--- config.mk ---
export PLATFORM = sky130hd
export DESIGN_NAME = hl2_io_ctrl
export DESIGN_NICKNAME = d
export VERILOG_FILES = /design/src/hw/hl2_ctrl_pkg.sv /design/src/hw/hl2_io_ctrl.sv /design/src/hw/telemetry_framer.sv /design/src/hw/rf_ctrl.sv /design/src/hw/status_leds.sv /design/src/hw/led_stretch.sv /design/src/hw/ms_tick_gen.sv
export SDC_FILE = /design/constraint.sdc
export NUM_CORES = 1
export LEC_CHECK = 0
export BUFFER_PORTS_ARGS = -buffer_cell sky130_fd_sc_hd__buf_4
export CORE_MARGIN = 4
export CORE_UTILIZATION = 49
export DETAILED_ROUTE_END_ITERATION = 8
export GPL_TIMING_DRIVEN = 0
export PLACE_DENSITY = 0.83
export SYNTH_ARGS = -nofsm -noshare
export SYNTH_HDL_FRONTEND = slang
export SYNTH_SLANG_ARGS = --single-unit
--- constraint.sdc ---
create_clock -name clk -period 5 [get_ports clk]
set_input_delay 0.5 -clock clk [delete_from_list [all_inputs] [get_ports clk]]
set_output_delay 0.5 -clock clk [all_outputs]
set_load 0.02 [all_outputs]
--- src/hw/hl2_ctrl_pkg.sv ---
package hl2_ctrl_pkg;

  // Host command bus fields
  typedef logic [5:0]  cmd_addr_t;
  typedef logic [31:0] cmd_data_t;

  // One slow analog reading
  typedef logic [11:0] adc_word_t;

  // Response word back to the host, 8-bit header and 32-bit payload
  typedef logic [39:0] resp_word_t;

  // Telemetry slot index
  typedef logic [1:0]  slot_t;

  // Ethernet link speed as reported by the PHY
  typedef enum logic [1:0] {
    NET_NONE = 2'd0,
    NET_100M = 2'd1,
    NET_1G   = 2'd2
  } net_speed_t;

  // TX config register, vna in bit 23, pa_enable in 19, tr_disable in 18
  localparam cmd_addr_t CMD_ADDR_TXCFG  = 6'h09;
  // Bit 0 asks for a reload from configuration flash
  localparam cmd_addr_t CMD_ADDR_RELOAD = 6'h3a;

  // Stretched status channels, 0 is rxgoodlvl and 1 is rxclip
  localparam int N_FLASH = 2;

endpackage
--- src/hw/hl2_io_ctrl.sv ---
`timescale 1ns/1ns

module hl2_io_ctrl #(
  parameter int         MS_DIV        = 2500,
  parameter int         STRETCH_BITS  = 6,
  parameter int         BLINK_BIT     = 8,
  parameter logic [7:0] VERSION_MAJOR = 8'h00
) (
  input  logic                     clk,
  input  logic                     slow_adc_rst,
  input  logic                     run_i,
  input  logic                     ethup_i,
  input  logic                     have_dhcp_ip_i,
  input  logic                     have_fixed_ip_i,
  input  hl2_ctrl_pkg::net_speed_t network_speed_i,
  input  logic                     ad9866up_i,
  input  logic                     rxgoodlvl_i,
  input  logic                     rxclip_i,
  input  logic                     cmd_rqst_i,
  input  hl2_ctrl_pkg::cmd_addr_t  cmd_addr_i,
  input  hl2_ctrl_pkg::cmd_data_t  cmd_data_i,
  input  logic                     cmd_ptt_i,
  input  logic                     ext_ptt_i,
  input  logic                     tx_hang_i,
  input  logic                     tx_inhibit_i,
  input  logic                     resp_rqst_i,
  input  logic [7:0]               dsiq_status_i,
  input  hl2_ctrl_pkg::adc_word_t  fwd_pwr_i,
  input  hl2_ctrl_pkg::adc_word_t  rev_pwr_i,
  input  hl2_ctrl_pkg::adc_word_t  bias_i,
  input  hl2_ctrl_pkg::adc_word_t  temp_i,
  output logic                     io_led_run_o,
  output logic                     io_led_tx_o,
  output logic                     io_led_adc75_o,
  output logic                     io_led_adc100_o,
  output logic                     tx_on_o,
  output logic                     pwr_envpa_o,
  output logic                     pwr_envop_o,
  output logic                     pwr_envbias_o,
  output logic                     pa_inttr_o,
  output logic                     pa_exttr_o,
  output logic                     rffe_rfsw_sel_o,
  output logic                     hl2_reset_o,
  output hl2_ctrl_pkg::resp_word_t resp_o,
  output logic                     dsiq_sample_o
);

  import hl2_ctrl_pkg::*;

  logic               flash_tick;
  logic               blink;
  logic               tx_on;
  logic [N_FLASH-1:0] flash_sig;
  logic [N_FLASH-1:0] flash_n;

  ms_tick_gen #(
    .MS_DIV       (MS_DIV),
    .STRETCH_BITS (STRETCH_BITS),
    .BLINK_BIT    (BLINK_BIT)
  ) u_ms_tick (
    .clk          (clk),
    .slow_adc_rst (slow_adc_rst),
    .ms_tick_o    (),
    .flash_tick_o (flash_tick),
    .blink_o      (blink)
  );

  // Channel order matches the adc75 and adc100 LEDs
  assign flash_sig = {rxclip_i, rxgoodlvl_i};

  for (genvar i = 0; i < N_FLASH; i++) begin : g_flash
    led_stretch u_stretch (
      .clk          (clk),
      .slow_adc_rst (slow_adc_rst),
      .flash_tick_i (flash_tick),
      .sig_i        (flash_sig[i]),
      .led_n_o      (flash_n[i])
    );
  end

  status_leds u_leds (
    .run_i           (run_i),
    .tx_on_i         (tx_on),
    .blink_i         (blink),
    .ethup_i         (ethup_i),
    .have_dhcp_ip_i  (have_dhcp_ip_i),
    .have_fixed_ip_i (have_fixed_ip_i),
    .network_speed_i (network_speed_i),
    .ad9866up_i      (ad9866up_i),
    .flash_n_i       (flash_n),
    .io_led_run_o    (io_led_run_o),
    .io_led_tx_o     (io_led_tx_o),
    .io_led_adc75_o  (io_led_adc75_o),
    .io_led_adc100_o (io_led_adc100_o)
  );

  rf_ctrl u_rf (
    .clk             (clk),
    .slow_adc_rst    (slow_adc_rst),
    .cmd_rqst_i      (cmd_rqst_i),
    .cmd_addr_i      (cmd_addr_i),
    .cmd_data_i      (cmd_data_i),
    .cmd_ptt_i       (cmd_ptt_i),
    .ext_ptt_i       (ext_ptt_i),
    .tx_hang_i       (tx_hang_i),
    .tx_inhibit_i    (tx_inhibit_i),
    .run_i           (run_i),
    .tx_on_o         (tx_on),
    .pwr_envpa_o     (pwr_envpa_o),
    .pwr_envop_o     (pwr_envop_o),
    .pwr_envbias_o   (pwr_envbias_o),
    .pa_inttr_o      (pa_inttr_o),
    .pa_exttr_o      (pa_exttr_o),
    .rffe_rfsw_sel_o (rffe_rfsw_sel_o),
    .hl2_reset_o     (hl2_reset_o)
  );

  assign tx_on_o = tx_on;

  telemetry_framer #(
    .VERSION_MAJOR (VERSION_MAJOR)
  ) u_telem (
    .clk           (clk),
    .slow_adc_rst  (slow_adc_rst),
    .resp_rqst_i   (resp_rqst_i),
    .rxclip_i      (rxclip_i),
    .ext_ptt_i     (ext_ptt_i),
    .dsiq_status_i (dsiq_status_i),
    .fwd_pwr_i     (fwd_pwr_i),
    .rev_pwr_i     (rev_pwr_i),
    .bias_i        (bias_i),
    .temp_i        (temp_i),
    .resp_o        (resp_o),
    .dsiq_sample_o (dsiq_sample_o)
  );

endmodule

--- src/hw/telemetry_framer.sv ---
`timescale 1ns/1ns

module telemetry_framer #(
  parameter logic [7:0] VERSION_MAJOR = 8'h00
) (
  input  logic                     clk,
  input  logic                     slow_adc_rst,
  input  logic                     resp_rqst_i,
  input  logic                     rxclip_i,
  input  logic                     ext_ptt_i,
  input  logic [7:0]               dsiq_status_i,
  input  hl2_ctrl_pkg::adc_word_t  fwd_pwr_i,
  input  hl2_ctrl_pkg::adc_word_t  rev_pwr_i,
  input  hl2_ctrl_pkg::adc_word_t  bias_i,
  input  hl2_ctrl_pkg::adc_word_t  temp_i,
  output hl2_ctrl_pkg::resp_word_t resp_o,
  output logic                     dsiq_sample_o
);

  import hl2_ctrl_pkg::*;

  slot_t       slot;
  logic [1:0]  clip_cnt;
  logic        clip_full;
  logic        ptt_resp;
  logic [7:0]  hdr;
  logic [31:0] payload;

  assign clip_full = &clip_cnt;

  // External PTT registered for the response header
  always_ff @(posedge clk) begin
    if (slow_adc_rst) begin
      ptt_resp <= 1'b0;
    end else begin
      ptt_resp <= ext_ptt_i;
    end
  end

  // Common header with the key bit held at zero
  assign hdr = {3'b000, slot, 1'b0, 1'b0, ptt_resp};

  always_comb begin
    case (slot)
      2'd0: payload = {7'b0001111, clip_full, 8'h00, dsiq_status_i, VERSION_MAJOR};
      2'd1: payload = {4'h0, temp_i, 4'h0, fwd_pwr_i};
      2'd2: payload = {4'h0, rev_pwr_i, 4'h0, bias_i};
      default: payload = 32'h0000_0000;
    endcase
  end

  always_ff @(posedge clk) begin
    if (slow_adc_rst) begin
      resp_o   <= '0;
      slot     <= '0;
      clip_cnt <= 2'b00;
    end else if (resp_rqst_i) begin
      resp_o   <= {hdr, payload};
      slot     <= slot + 1'b1;
      clip_cnt <= 2'b00;
    end else if (!clip_full) begin
      // Count clipped cycles until the next request and stick at 3
      clip_cnt <= clip_cnt + {1'b0, rxclip_i};
    end
  end

  // Tell the IQ path a new status sample is wanted
  always_ff @(posedge clk) begin
    if (slow_adc_rst) begin
      dsiq_sample_o <= 1'b0;
    end else if (resp_rqst_i && slot == 2'd1) begin
      dsiq_sample_o <= ~dsiq_sample_o;
    end
  end

endmodule

--- src/hw/rf_ctrl.sv ---
`timescale 1ns/1ns

module rf_ctrl (
  input  logic                    clk,
  input  logic                    slow_adc_rst,
  input  logic                    cmd_rqst_i,
  input  hl2_ctrl_pkg::cmd_addr_t cmd_addr_i,
  input  hl2_ctrl_pkg::cmd_data_t cmd_data_i,
  input  logic                    cmd_ptt_i,
  input  logic                    ext_ptt_i,
  input  logic                    tx_hang_i,
  input  logic                    tx_inhibit_i,
  input  logic                    run_i,
  output logic                    tx_on_o,
  output logic                    pwr_envpa_o,
  output logic                    pwr_envop_o,
  output logic                    pwr_envbias_o,
  output logic                    pa_inttr_o,
  output logic                    pa_exttr_o,
  output logic                    rffe_rfsw_sel_o,
  output logic                    hl2_reset_o
);

  import hl2_ctrl_pkg::*;

  logic int_ptt;
  logic vna;
  logic pa_enable;
  logic tr_disable;
  logic reload_req;
  logic tx_on;
  logic pa_path;

  // Host command decode
  always_ff @(posedge clk) begin
    if (slow_adc_rst) begin
      int_ptt    <= 1'b0;
      vna        <= 1'b0;
      pa_enable  <= 1'b0;
      tr_disable <= 1'b0;
      reload_req <= 1'b0;
    end else if (cmd_rqst_i) begin
      // Every command frame carries the host PTT
      int_ptt <= cmd_ptt_i;
      if (cmd_addr_i == CMD_ADDR_TXCFG) begin
        vna        <= cmd_data_i[23];
        pa_enable  <= cmd_data_i[19];
        tr_disable <= cmd_data_i[18];
      end else if (cmd_addr_i == CMD_ADDR_RELOAD) begin
        reload_req <= cmd_data_i[0];
      end
    end
  end

  // Any PTT source keys the transmitter unless inhibited
  assign tx_on = (int_ptt | ext_ptt_i | tx_hang_i) & ~tx_inhibit_i & run_i;

  // Internal PA is used outside VNA mode when enabled
  assign pa_path = ~vna & pa_enable;

  assign tx_on_o         = tx_on;
  assign pwr_envop_o     = tx_on;
  assign pa_exttr_o      = tx_on;
  assign pwr_envpa_o     = tx_on & pa_path;
  assign pwr_envbias_o   = tx_on & pa_path;
  assign pa_inttr_o      = tx_on & ~vna & (pa_enable | ~tr_disable);
  assign rffe_rfsw_sel_o = pa_path;

  // Flash reload only when the radio is idle
  assign hl2_reset_o = reload_req & ~run_i;

endmodule

--- src/hw/status_leds.sv ---
`timescale 1ns/1ns

module status_leds (
  input  logic                              run_i,
  input  logic                              tx_on_i,
  input  logic                              blink_i,
  input  logic                              ethup_i,
  input  logic                              have_dhcp_ip_i,
  input  logic                              have_fixed_ip_i,
  input  hl2_ctrl_pkg::net_speed_t          network_speed_i,
  input  logic                              ad9866up_i,
  input  logic [hl2_ctrl_pkg::N_FLASH-1:0]  flash_n_i,
  output logic                              io_led_run_o,
  output logic                              io_led_tx_o,
  output logic                              io_led_adc75_o,
  output logic                              io_led_adc100_o
);

  import hl2_ctrl_pkg::*;

  logic speed_100m;
  logic speed_1g;

  assign speed_100m = (network_speed_i == NET_100M);
  assign speed_1g   = (network_speed_i == NET_1G);

  // All outputs drive active-low LEDs
  always_comb begin
    if (run_i) begin
      // Radio status once the host has started streaming
      io_led_run_o    = 1'b0;
      io_led_tx_o     = ~tx_on_i;
      io_led_adc75_o  = flash_n_i[0];
      io_led_adc100_o = flash_n_i[1];
    end else begin
      // Blinks while the link is up
      io_led_run_o    = ~(ethup_i & blink_i);
      // Solid for DHCP, blinking for a fixed address
      io_led_tx_o     = ~((have_fixed_ip_i & blink_i) | have_dhcp_ip_i);
      // Blinks at 100M, solid at 1G, dark otherwise
      io_led_adc75_o  = ~((speed_100m & blink_i) | speed_1g);
      io_led_adc100_o = ~ad9866up_i;
    end
  end

endmodule

--- src/hw/led_stretch.sv ---
`timescale 1ns/1ns

module led_stretch (
  input  logic clk,
  input  logic slow_adc_rst,
  input  logic flash_tick_i,
  input  logic sig_i,
  output logic led_n_o
);

  typedef enum logic [1:0] {
    ST_CLR   = 2'b00,
    ST_SET   = 2'b01,
    ST_WAIT1 = 2'b10,
    ST_WAIT2 = 2'b11
  } state_t;

  state_t state;
  state_t state_next;

  always_ff @(posedge clk) begin
    if (slow_adc_rst) begin
      state <= ST_CLR;
    end else begin
      state <= state_next;
    end
  end

  // Three flash ticks after a trigger before going dark again
  always_comb begin
    state_next = state;
    case (state)
      ST_CLR: begin
        if (sig_i) begin
          state_next = ST_SET;
        end
      end
      ST_SET: begin
        if (flash_tick_i) begin
          state_next = ST_WAIT1;
        end
      end
      ST_WAIT1: begin
        if (flash_tick_i) begin
          state_next = ST_WAIT2;
        end
      end
      ST_WAIT2: begin
        if (flash_tick_i) begin
          state_next = ST_CLR;
        end
      end
      default: state_next = ST_CLR;
    endcase
  end

  // LED is active low, lit in every state but clear
  assign led_n_o = (state == ST_CLR);

endmodule

--- src/hw/ms_tick_gen.sv ---
`timescale 1ns/1ns

module ms_tick_gen #(
  parameter int MS_DIV       = 2500,
  parameter int STRETCH_BITS = 6,
  parameter int BLINK_BIT    = 8
) (
  input  logic clk,
  input  logic slow_adc_rst,
  output logic ms_tick_o,
  output logic flash_tick_o,
  output logic blink_o
);

  localparam int DIV_W    = (MS_DIV > 1) ? $clog2(MS_DIV) : 1;
  localparam int MS_CNT_W = 9;

  logic [DIV_W-1:0]    div_cnt;
  logic [MS_CNT_W-1:0] ms_cnt;
  logic [MS_CNT_W-1:0] ms_cnt_next;

  assign ms_cnt_next = ms_cnt + 1'b1;

  // Divide the slow clock down to a 1 ms pulse
  always_ff @(posedge clk) begin
    if (slow_adc_rst) begin
      div_cnt      <= '0;
      ms_cnt       <= '0;
      ms_tick_o    <= 1'b0;
      flash_tick_o <= 1'b0;
    end else if (div_cnt == DIV_W'(MS_DIV - 1)) begin
      div_cnt      <= '0;
      ms_cnt       <= ms_cnt_next;
      ms_tick_o    <= 1'b1;
      // Stretch tick when the low bits roll up to all ones
      flash_tick_o <= &ms_cnt_next[STRETCH_BITS-1:0];
    end else begin
      div_cnt      <= div_cnt + 1'b1;
      ms_tick_o    <= 1'b0;
      flash_tick_o <= 1'b0;
    end
  end

  // Slow square wave for blinking LEDs
  assign blink_o = ms_cnt[BLINK_BIT];

endmodule

== After elaboration in Yosys (flattened, before gate mapping) ==
Index checks and enable logic that the tools add are counted.
Word-level totals
  word-level logic and storage cells: 92
  output and inout bits: 53
  input port bits: 111
  flip-flop bits (word level): 72
Operators by class
  bitwise operators: 27
  $add $sub $neg: 4
  reduce and logical (&&, ||, !) cells: 13
  multiplexer cells: 12
  eq/ne operators: 21
Operator list (number)
  $pmux W29 S3: 1
  $ne A2 B2 Y1 const B: 8
  $pmux W2 S4: 2
  $add A12 B1 Y12 const B: 1
  $eq A12 B12 Y1 const B: 1
  $eq A2 B2 Y1 const B: 6
  $not A1 Y1: 12
  $and A1 B1 Y1: 10
  $mux W2: 5
  $add A9 B1 Y9 const B: 1
  $eq A2 B1 Y1 const B: 4
  $reduce_and A4 Y1: 2
  $eq A6 B4 Y1 const B: 1
  $eq A6 B6 Y1 const B: 1
  $logic_not A2 Y1: 3
  $reduce_and A6 Y1: 1
  $reduce_or A2 Y1: 3
  $or A1 B1 Y1: 5
  $mux W1: 4
  $reduce_and A2 Y1: 2
  $reduce_and A3 Y1: 1
  $add A2 B1 Y2: 1
  $add A2 B1 Y2 const B: 1
  $logic_and A1 B1 Y1: 1

== Longest topological paths before layout ==
Gate-level depths: netlist of the first run.
  depth in word-level cells: 6
  mapped depth: 7

== Cells and area by module ==
From an unflattened synthesis of the first run, not the netlist that was laid out.
Second synthesis, totals
  cell total of the unflattened synthesis: 372
  area total of the unflattened synthesis: 3469.6 um2
By module, submodules not included
  telemetry_framer: instances 1, cells each 170, seq. area each 760.7 um2, area each 1681.6 um2
  ms_tick_gen: instances 1, cells each 115, seq. area each 460.4 um2, area each 1016.0 um2
  led_stretch: instances 2, cells each 21, seq. area each 40.0 um2, area each 188.9 um2
  rf_ctrl: instances 1, cells each 35, seq. area each 100.1 um2, area each 330.3 um2
  status_leds: instances 1, cells each 10, seq. area each 0.0 um2, area each 63.8 um2

== Worst setup path after synthesis of the first run ==
No wires, ideal clock.
  path kind: input to output
  start point: input port ext_ptt_i
  end point: output port pa_inttr_o
  slack: 2.602 ns
  cell stages on the path: 3
  data required time: 4.500 ns
  buffers on the path: 0
  data arrival time: 1.898 ns
  cells stage by stage: nor3_1 > nor3b_1 > nor3b_1
Between the ends
  cells in the longest elaborated chain, start to end: 6
RTL lines
  start, declared: line hl2_io_ctrl.sv:23  | input logic ext_ptt_i,
  $or A1 B1 Y1 (2 in series): line rf_ctrl.sv:56  | assign tx_on = (int_ptt | ext_ptt_i | tx_hang_i) & ~tx_inhibit_i & run_i;
  $and A1 B1 Y1 (2 in series): line rf_ctrl.sv:56
  via pa_exttr_o: line hl2_io_ctrl.sv:41  | output logic pa_exttr_o,
  $and A1 B1 Y1 (2 in series): line rf_ctrl.sv:66  | assign pa_inttr_o = tx_on & ~vna & (pa_enable | ~tr_disable);
  end, declared: line hl2_io_ctrl.sv:40  | output logic pa_inttr_o,
The timed path passes the listed nets, and every way through them passes these cells.

== Worst setup path in the final report of the first run ==
  start point: register u_rf.int_ptt
  end point: output port pwr_envpa_o
Between the ends
  cells in the longest elaborated chain, start to end: 5
RTL lines
  start, declared: line rf_ctrl.sv:26  | logic int_ptt;
  start signal, assigned: line rf_ctrl.sv:44  | int_ptt <= cmd_ptt_i;
  $or A1 B1 Y1 (2 in series): line rf_ctrl.sv:56
  $and A1 B1 Y1 (2 in series): line rf_ctrl.sv:56
  $and A1 B1 Y1: line rf_ctrl.sv:64  | assign pwr_envpa_o = tx_on & pa_path;
  end, declared: line hl2_io_ctrl.sv:37  | output logic pwr_envpa_o,
No other way between the ends.

==> results.ini, run 1 <==
[timing]
holdWs_ns = 0.4020
setup_violations = 0
relSlewSlack_pct = 60.15
hold_viol = 0
rsz0062_at_grt = no
post-route-min-period_ns = 2.204
setup_tns_ns = 0
worst_pin_slew_ns = 0.5964
fmax_mhz = 453.7
drv_slew = 0
period_share_pct = 44.08
fin_worst_skew_ns = 0.006418

[logic_synthesis]
synthSimpleGateAreaFrac_pct = 19.84
async_reset_ff_share_pct = 0
synth_top_family_by_area = simple AND/OR/NAND/NOR gates
synthTopCellsByCount = dfxtp_1, nand2_1, nor2_1, o21ai_0, ha_1
synth_compound_area_share_pct = 14.21
synth_most_common_cell = dfxtp_1
ys_types = 43
synthMuxAreaShare_pct = 5.010
synth_fa_ha_area_share_pct = 7.379
synth-edff-count = 0
syn_area_per_cell_um2 = 8.900
syn_area_mm2 = 0.003222
synth-xor-area-share_pct = 4.350
synthTopCellsByArea = dfxtp_1, ha_1, mux2i_1
yosysSeqAreaShare_pct = 42.87
ys_seq_elements = 69
synth_warnings = 0
ys.flop_type = dfxtp_1
yosys.area.top_type_share_pct = 42.87
synth_cells = 362
yosys.area.top_type = dfxtp_1

[power]
p_int_mw = 1.074
clkPwrFrac_pct = 35.4
swShare_pct = 27.90
switching_power_mw = 0.4154
leakage_nw = 2.029
p_seq_share_pct = 41.5
p_comb_share_pct = 23.1
peakVddDrop_uv = 246.3
p_per_area_mw_per_mm2 = 330.2

[layout]
area_growth_pct = 40.00
layout.nets = 635
diodes = 0
drive_gt1_share_pct = 30.84
post-route-util_pct = 71.03

[global_routing]
grt.met2_usage_pct = 40.39
grt_pass1_vias = 3063
grt_max_degree = 12
grt-busiest-layer = met2
met3_usage_pct = 5.069
gr-usage-met1_pct = 25.38
grt_pass1_wl_um = 13910
grtUsageTotal_pct = 22.30
gr-total-overflow = 0
antenna_found_initial = 0

[place]
detailedPlacementHpwl_um = 6969
io_buffers = 125
gp_congestion = 0.8196

[cts]
clock-root-buffer = clkbuf_8
cts.clk_slew.worst_paths_ns = 0.06
h-tree-depth = 3
cts_resized = 0
post-cts-setup-buffer-count = 0
cts_tree = built
cts_max_path_buffers = 2
clk_latency_ns = 0.33
clock-sinks = 69
cts_made_buffers = 9
holdBufCountCts = 0

[setup_path]
crit_family = simple AND/OR/NAND/NOR gates
cpMostUsedCell = buf_4
start_kind = flop
cp_cell_sequence = nor3_1 > nor3b_1 > and2_1 > buf_4 > buf_4
worstSetupPathType = reg -> out
cp_num_buf_inv = 2
arrival_ns = 1.70
slowest_stage = nor3b_1
critPathCaptureType = output port
critPathMaxStageDelay_ns = 0.50
cp_max_fo = 6
critPathRequiredTime_ns = 4.50

[detailed_routing]
vias = 3110
antenna_left = 0
firstDrtPassIters = 5
finalWirelength_um = 9032
drt_iter0_drc = 154
drc_errors = 0
via_per_inst = 5.307
wire_per_inst_um = 15.41

[min_path]
hold_class = in -> reg

[floorplanning]
core_mm2 = 0.006350
io_pins = 164
row_count = 29
die-area_mm2 = 0.007936
die_y_um = 89.09
start_util_pct = 50.74
die_x_um = 89.09

[run_status]
status = completed

[run]
cap_violations = 0

==> state kept, by name, summed over array words and instances (netlist names) <==
signal,cells
u_telem.slot,2
u_ms_tick.ms_cnt,9
u_telem.clip_cnt,2
u_rf.pa_enable,1
u_telem.dsiq_sample_o,1
u_rf.tr_disable,1
g_flash.u_stretch.state,4
u_rf.int_ptt,1
u_rf.vna,1
u_rf.reload_req,1
u_ms_tick.flash_tick_o,1
u_ms_tick.div_cnt,12
u_telem.ptt_resp,1
u_telem.resp_o,32
==> metrics by stage <==
step / total power [mW] / instances / worst slack [ns] / area, um2
after detailed placement: 0.9732 / 571 / 2.876 / 4283
after CTS: 1.495 / 586 / 2.765 / 4511
after global routing: 1.567 / 586 / 2.613 / 4511
final: 1.489 / 586 / 2.796 / 4511
after global placement: 0.9503 / 571 / 2.930 / 4283
after floorplan: 0.8285 / 369 / 2.602 / 3248
==> final cells by class <==
class	instances	area [um2]
Buffer	29	155.1
Clock buffer	10	127.6
Clock inverter	5	100.1
Fill cell	511	1839
Inverter	12	45.04
Multi-Input combinational cell	259	1667
Sequential cell	69	1381
Tap cell	77	96.34
Timing Repair Buffer	125	938.4
==> power by group through the flow <==
stage	Clock [mW]	Combinational, mW	Sequential [mW]
5_1_grt	0.563	0.382	0.622
6_report	0.527	0.345	0.618
4_1_cts	0.533	0.345	0.617
2_1_floorplan	0	0.185	0.643
3_5_place_dp	0	0.344	0.629
3_3_place_gp	0	0.325	0.625
==> cells by family after synthesis <==
group,count (synthesis)
adder cells (fa/ha/maj),19
AND/OR/NAND/NOR,127
flip-flops,69
AO/OA/AOI/OAI,73
multiplexers,16
other,1
XOR/XNOR,16
buffers and inverters,41
==> metal layers <==
metal | vias up | wire length, um | part of all wire, %
met4 | 0 | 99 | 1.1
li1 | 1537 | - | -
met2 | 108 | 4650 | 51
met1 | 1452 | 3508 | 39
met3 | 13 | 773 | 8.6
met5 | - | 0 | 0
==> layout by cell type (no fill, tap or decap), types with 2 or more instances in the layout <==
cell type,Yosys,final
buf_4,12,137
dfxtp_1,69,69
nand2_1,37,37
nor2_1,35,35
o21ai_0,29,29
ha_1,19,19
a22oi_1,16,16
mux2i_1,15,15
clkbuf_1,14,15
inv_1,12,12
xnor2_1,12,12
nor3_1,11,11
a21oi_1,11,11
nand3_1,9,9
clkbuf_8,0,9
conb_1,1,8
nor2b_1,5,5
nand4_1,5,5
xor2_1,4,4
nand2b_1,4,4
a222oi_1,4,4
or3_1,3,3
nor4_1,3,3
a221oi_1,3,3
bufinv_16,0,3
nor3b_1,2,2
and4b_1,2,2
buf_1,2,2
and3_1,2,2
o22ai_1,2,2
a211oi_1,2,2
a31oi_1,2,2
nand4b_1,2,2
o21a_1,2,2
clkinv_2,0,2
==> path summary, 6_finish.rpt <==
path                                                      start                                to  slack, ns  cells after the start
worst max register to register  u_ms_tick.div_cnt[0]$_SDFF_PP0_  u_ms_tick.ms_cnt[8]$_SDFFE_PP0N_       3.04                      5
worst min register to register  u_telem.resp_o[21]$_SDFFE_PP0P_   u_telem.resp_o[21]$_SDFFE_PP0P_       0.46                      2
worst min-delay path                                  ext_ptt_i       u_telem.ptt_resp$_SDFF_PP0_       0.40                      2
worst max-delay path                  u_rf.int_ptt$_SDFFE_PP0P_                       pwr_envpa_o       2.80                      5
Note: power is estimated with default switching activity, not from simulation.
==> run 2, diff against run 1 <==
- CORE_UTILIZATION: 49 -> 46
- PLACE_DENSITY: 0.83 -> 0.79
- clock period: 5 -> 2.19 ns (I/O delays scaled with it)
==> run 2 against run 1 <==
Compared with the run above: combinational power is 130% higher; critical path depth stayed put; sequential share of layout area is 0.14 points lower; largest cell class unchanged.
==> results.ini, run 2 (synthesized netlist as in run 1, its figures left out) <==
[setup_path]
start_kind = flop
critPathRequiredTime_ns = 1.97  ; -2.53 ns
cpMostUsedCell = buf_4
cp_max_fo = 6  ; unchanged
reg2reg_depth = 5  ; unchanged
crit_family = simple AND/OR/NAND/NOR gates
cp_cell_sequence = nor3_1 > nor3b_1 > and2_1 > buf_4 > buf_4
r2r-start = u_ms_tick.div_cnt[0]$_SDFF_PP0_
cp_num_buf_inv = 2  ; unchanged
critPathMaxStageDelay_ns = 0.54  ; +0.04 ns
rrSetupSlack_ns = 0.31  ; -2.73 ns
critPathCaptureType = output port
arrival_ns = 1.75  ; +0.05 ns
rr_endpoint = u_ms_tick.ms_cnt[8]$_SDFFE_PP0N_
worstSetupPathType = reg -> out
slowest_stage = nor3b_1

[layout]
final_common_cell = buf_4
top_register = u_telem.resp_o
fillers = 583  ; +14%
reg_top3 = u_telem.resp_o x32, u_ms_tick.div_cnt x12, u_ms_tick.ms_cnt x9
diodes = 0  ; unchanged
drive_gt1_share_pct = 31.18  ; +0.33 points
area_growth_pct = 40.62
layout.nets = 635  ; unchanged
largest_reg_flops = 32  ; unchanged
final_cell_mix = buf_4, dfxtp_1, nand2_1, nor2_1, o21ai_0

[detailed_routing]
finalWirelength_um = 8577  ; -5.0%
antenna_left = 0  ; unchanged
vias = 3090  ; -0.64%
firstDrtPassIters = 4  ; -1
drc_errors = 0  ; unchanged
via_per_inst = 5.099  ; -3.9%
wire_per_inst_um = 14.15  ; -8.2%
drt_iter0_drc = 126  ; -18%

[place]
detailedPlacementHpwl_um = 6726  ; -3.5%
io_buffers = 125  ; unchanged
gp_congestion = 0.7649  ; -6.7%

[floorplanning]
die_y_um = 91.69  ; +2.9%
io_pins = 164  ; unchanged
die_x_um = 91.69  ; +2.9%
row_count = 30  ; +3.4%
core_mm2 = 0.006794  ; +7.0%
die-area_mm2 = 0.008407  ; +5.9%
start_util_pct = 47.42  ; -3.3 points

[power]
leakage_nw = 2.025  ; -0.19%
p_total_mw = 3.323  ; +120%
p_per_area_mw_per_mm2 = 733.5  ; +120%
peakVddDrop_uv = 829.2  ; +240%

[global_routing]
grt_pass1_wl_um = 14080  ; +1.2%
grt_max_degree = 13  ; +1
antenna_found_initial = 0  ; unchanged
grtUsageTotal_pct = 20.53  ; -1.8 points
grt_pass1_vias = 2983  ; -2.6%
gr-total-overflow = 0  ; unchanged

[min_path]
min-delay-start = ext_ptt_i
hold_depth = 2  ; unchanged
hold_class = in -> reg
hold_end = u_telem.ptt_resp$_SDFF_PP0_

[timing]
fin_worst_skew_ns = 0.008661  ; +0.002244 ns
rsz0062_at_grt = no
relSlewSlack_pct = 56.31  ; -3.8 points
setup_violations = 0  ; unchanged
setup_tns_ns = 0  ; unchanged
post-route-min-period_ns = 1.971
fmax_mhz = 507.2
period_share_pct = 90.02
drv_slew = 0  ; unchanged
hold_viol = 0  ; unchanged
worst_pin_slew_ns = 0.6539  ; +0.05748 ns

[cts]
clock-sinks = 69  ; unchanged
clk_latency_ns = 0.34  ; about the same
h-tree-depth = 3  ; unchanged
cts_resized = 0  ; unchanged
cts_max_path_buffers = 2  ; unchanged
cts_made_buffers = 9  ; unchanged
clock-root-buffer = clkbuf_8
cts.clk_slew.worst_paths_ns = 0.07  ; about the same
holdBufCountCts = 0  ; unchanged
post-cts-setup-buffer-count = 0  ; unchanged
cts_tree = built

[run]
cap_violations = 0  ; unchanged

[run_status]
status = completed

==> run 2: worst max path at each step <==
stage / cells after the start / endpoint / from
after floorplan: 3 / pa_inttr_o / u_rf.int_ptt$_SDFFE_PP0P_
after global routing: 5 / pwr_envpa_o / u_rf.int_ptt$_SDFFE_PP0P_
after global placement: 5 / u_ms_tick.ms_cnt[8]$_SDFFE_PP0N_ / u_ms_tick.div_cnt[0]$_SDFF_PP0_
after detailed placement: 5 / u_ms_tick.ms_cnt[8]$_SDFFE_PP0N_ / u_ms_tick.div_cnt[0]$_SDFF_PP0_
after CTS: 5 / pwr_envpa_o / u_rf.int_ptt$_SDFFE_PP0P_
final: 5 / pwr_envpa_o / u_rf.int_ptt$_SDFFE_PP0P_
==> run 2: layout make-up <==
class	count	area, um2	area share [%]
Sequential cell	69	1381	30.49
Clock inverter	6	86.33	1.906
Multi-Input combinational cell	259	1667	36.79
Timing Repair Buffer	125	938.4	20.71
Tap cell	96	120.1	2.651
Inverter	12	45.04	0.9942
Buffer	29	155.1	3.424
Clock buffer	10	137.6	3.038
==> run 2: stage by stage <==
step / cell area (um2) / instances / utilization (%) / hold slack (ns) / setup WS, ns
6_report: 4531 / 606 / 66.69 / 0.1097 / 0.2186
5_1_grt: 4531 / 606 / 66.69 / 0.09920 / 0.03935
4_1_cts: 4531 / 606 / 66.69 / 0.09964 / 0.1837
3_5_place_dp: 4307 / 590 / 63.39 / 0.4434 / 0.3261
3_3_place_gp: 4307 / 590 / 63.39 / 0.4394 / 0.3611
2_1_floorplan: 3248 / 369 / - / 0.3472 / 0.2517
==> run 2: metal layers <==
metal  up-vias  track usage (%)  wire (um)
met1      1434            23.13       3441
met3        14            7.383        645
met5         -                0          0
met4         0            5.074        116
li1       1537                -          -
met2       105            36.76       4373
==> run 2: power breakdown <==
| group | switching [mW] | total [mW] | internal (mW) |
|---|---|---|---|
| logic | 0.417 | 0.780 | 0.363 |
| registers | 0.0663 | 1.41 | 1.34 |
| clock network | 0.467 | 1.14 | 0.669 |
| total | 0.951 | 3.32 | 2.37 |
==> run 3, diff against run 2 <==
- SETUP_SLACK_MARGIN: not set -> 0.4
==> run 3 against run 2 <==
Compared with the run above: first-iteration DRC count down 44%; non-clock buffer count increased by 1; worst hold slack better by 0.0014 ns; cell count grew 0.17%; setup slack improved by 0.24 ns; clock skew down 0.0023 ns; global-route usage fell by 0.060 points; power down 1.9%; sequential power is essentially flat; wire length grew 2.2%; core utilization grew 0.50 points; via count is 1.1% lower; critical endpoint is now u_ms_tick.ms_cnt[8]$_SDFFE_PP0N_.
==> results.ini, run 3 (synthesized netlist as in run 1, its figures left out) <==
[cts]
h-tree-depth = 3  ; unchanged
clock-sinks = 69  ; unchanged
cts.clk_slew.worst_paths_ns = 0.08  ; about the same
cts_max_path_buffers = 2  ; unchanged
clock-root-buffer = clkbuf_8
clk_latency_ns = 0.34  ; about the same
cts_made_buffers = 9  ; unchanged
cts_tree = built

[min_path]
hold_class = in -> reg

[detailed_routing]
vias = 3057  ; -1.1%
antenna_left = 0  ; unchanged
wire_per_inst_um = 14.45  ; +2.1%
firstDrtPassIters = 4  ; unchanged
met3RoutedLength_um = 654  ; +1.4%
drc_errors = 0  ; unchanged
drt-met1-wl_um = 3622  ; +5.3%
drt_iter0_drc = 71  ; -44%
via_per_inst = 5.036  ; -1.2%
finalWirelength_um = 8769  ; +2.2%
top_layer = met4
wl_met2_um = 4403  ; +0.69%

[power]
leakage_nw = 2.036  ; +0.50%
p_per_area_mw_per_mm2 = 714.3  ; -2.6%
peakVddDrop_uv = 514.9  ; -38%

[floorplanning]
die-area_mm2 = 0.008407  ; unchanged
row_count = 30  ; unchanged
die_x_um = 91.69  ; unchanged
core_mm2 = 0.006794  ; unchanged
die_y_um = 91.69  ; unchanged
io_pins = 164  ; unchanged
start_util_pct = 47.42  ; unchanged

[setup_path]
critPathMaxStageDelay_ns = 0.37  ; -0.17 ns
cp_cell_sequence = ha_4 > and4b_2 > nand3_2 > nor4_2 > mux2_2
worstSetupPathType = reg -> reg
slowest_stage = dfxtp_2
cp_max_fo = 4  ; -2
start_kind = flop
critPathCaptureType = flop
arrival_ns = 1.96  ; +0.21 ns
critPathRequiredTime_ns = 2.42  ; +0.45 ns

[timing]
drv_slew = 0  ; unchanged
setup_tns_ns = 0  ; unchanged
hold_viol = 0  ; unchanged
worst_pin_slew_ns = 0.5801  ; -0.07377 ns
rsz0062_at_grt = no
relSlewSlack_pct = 61.32  ; +5.0 points
fin_worst_skew_ns = 0.006342  ; -0.002320 ns
fmax_mhz = 577.2  ; +14%
post-route-min-period_ns = 1.733  ; -0.2389 ns
period_share_pct = 79.11  ; -11 points
setup_violations = 0  ; unchanged

[run_status]
status = completed

[global_routing]
grtUsageTotal_pct = 20.47  ; -0.060 points
grt_max_degree = 15  ; +2
grt_pass1_wl_um = 13970  ; -0.74%
antenna_found_initial = 0  ; unchanged
grt_pass1_vias = 2945  ; -1.3%
gr-total-overflow = 0  ; unchanged

[layout]
fillers = 573  ; -1.7%
top_register = u_telem.resp_o
diodes = 0  ; unchanged
reg_top3 = u_telem.resp_o x32, u_ms_tick.div_cnt x12, u_ms_tick.ms_cnt x9
largest_reg_flops = 32  ; unchanged
area_growth_pct = 41.67
finalNonFillerCells = 607  ; +0.17%
seq_area_mm2 = 0.001385  ; +0.27%
drive_gt1_share_pct = 33.86  ; +2.7 points
multi_input_area_mm2 = 0.001700  ; +2.0%
layout.nets = 636  ; +0.16%
final_cell_mix = buf_4, dfxtp_1, nand2_1, nor2_1, o21ai_0
final_common_cell = buf_4

[place]
dpl.cell_count = 590  ; unchanged
io_buffers = 125  ; unchanged
gp_congestion = 0.8502  ; +11%
detailedPlacementHpwl_um = 6934  ; +3.1%

[run]
cap_violations = 0  ; unchanged

run 3: metrics by stage:
stage	hold WS (ns)	power (mW)	worst slack, ns	area [um2]	util (%)
global route	0.1196	3.447	0.4181	4564	67.18
detailed placement	0.4486	2.210	0.3061	4312	63.46
global placement	0.4373	2.176	0.3621	4312	63.46
floorplan	0.3472	1.892	0.5252	3253	-
finish	0.1110	3.260	0.4575	4564	67.18
CTS	0.1108	3.272	0.3637	4537	66.78
run 3: repair_timing:
action                                  4_1_cts  5_1_grt
hold endpoints to repair                      0        0
pin swaps                                     1        2
gates resized for setup                       6       11
endpoints found under the setup margin        4       22
hold buffers                                  0        0
buffers inserted                              0        1
run 3: routing by layer:
metal / vias to the layer above / track usage (%)
li1: 1541 / -
met1: 1413 / 24.13
met2: 92 / 36.03
met3: 11 / 6.235
met4: 0 / 5.446
met5: - / 0
run 3: path summary, 6_finish.rpt:
kind / cells past startpoint / startpoint / endpoint / slack [ns]
max: 5 / u_ms_tick.div_cnt[0]$_SDFF_PP0_ / u_ms_tick.ms_cnt[8]$_SDFFE_PP0N_ / 0.46
min reg2reg: 2 / u_telem.resp_o[7]$_SDFFE_PP0P_ / u_telem.resp_o[7]$_SDFFE_PP0P_ / 0.46
min: 2 / ext_ptt_i / u_telem.ptt_resp$_SDFF_PP0_ / 0.11
max reg2reg: 5 / u_ms_tick.div_cnt[0]$_SDFF_PP0_ / u_ms_tick.ms_cnt[8]$_SDFFE_PP0N_ / 0.46
run 3: area by class of cell:
class	count	area share, %
plain buffers	29	3.564
clock buffers	9	2.714
clock inverters	7	1.782
inverters	12	0.9868
multi-input cells	259	37.25
flip-flops and latches	69	30.35
well taps	96	2.632
repair buffers	126	20.72
run 3: where the power goes:
group | internal, mW | switching (mW) | total [mW]
Clock | 0.542 | 0.529 | 1.07
Combinational | 0.370 | 0.414 | 0.784
Sequential | 1.34 | 0.0657 | 1.41
run 3: worst max-delay path: cells and delay by family, from the launching register on:
family | cells | cell delay [ns]
multiplexers | 1 | 0.37
AND/OR/NAND/NOR | 3 | 0.72
adder cells (fa/ha/maj) | 1 | 0.17
flip-flops | 1 | 0.37
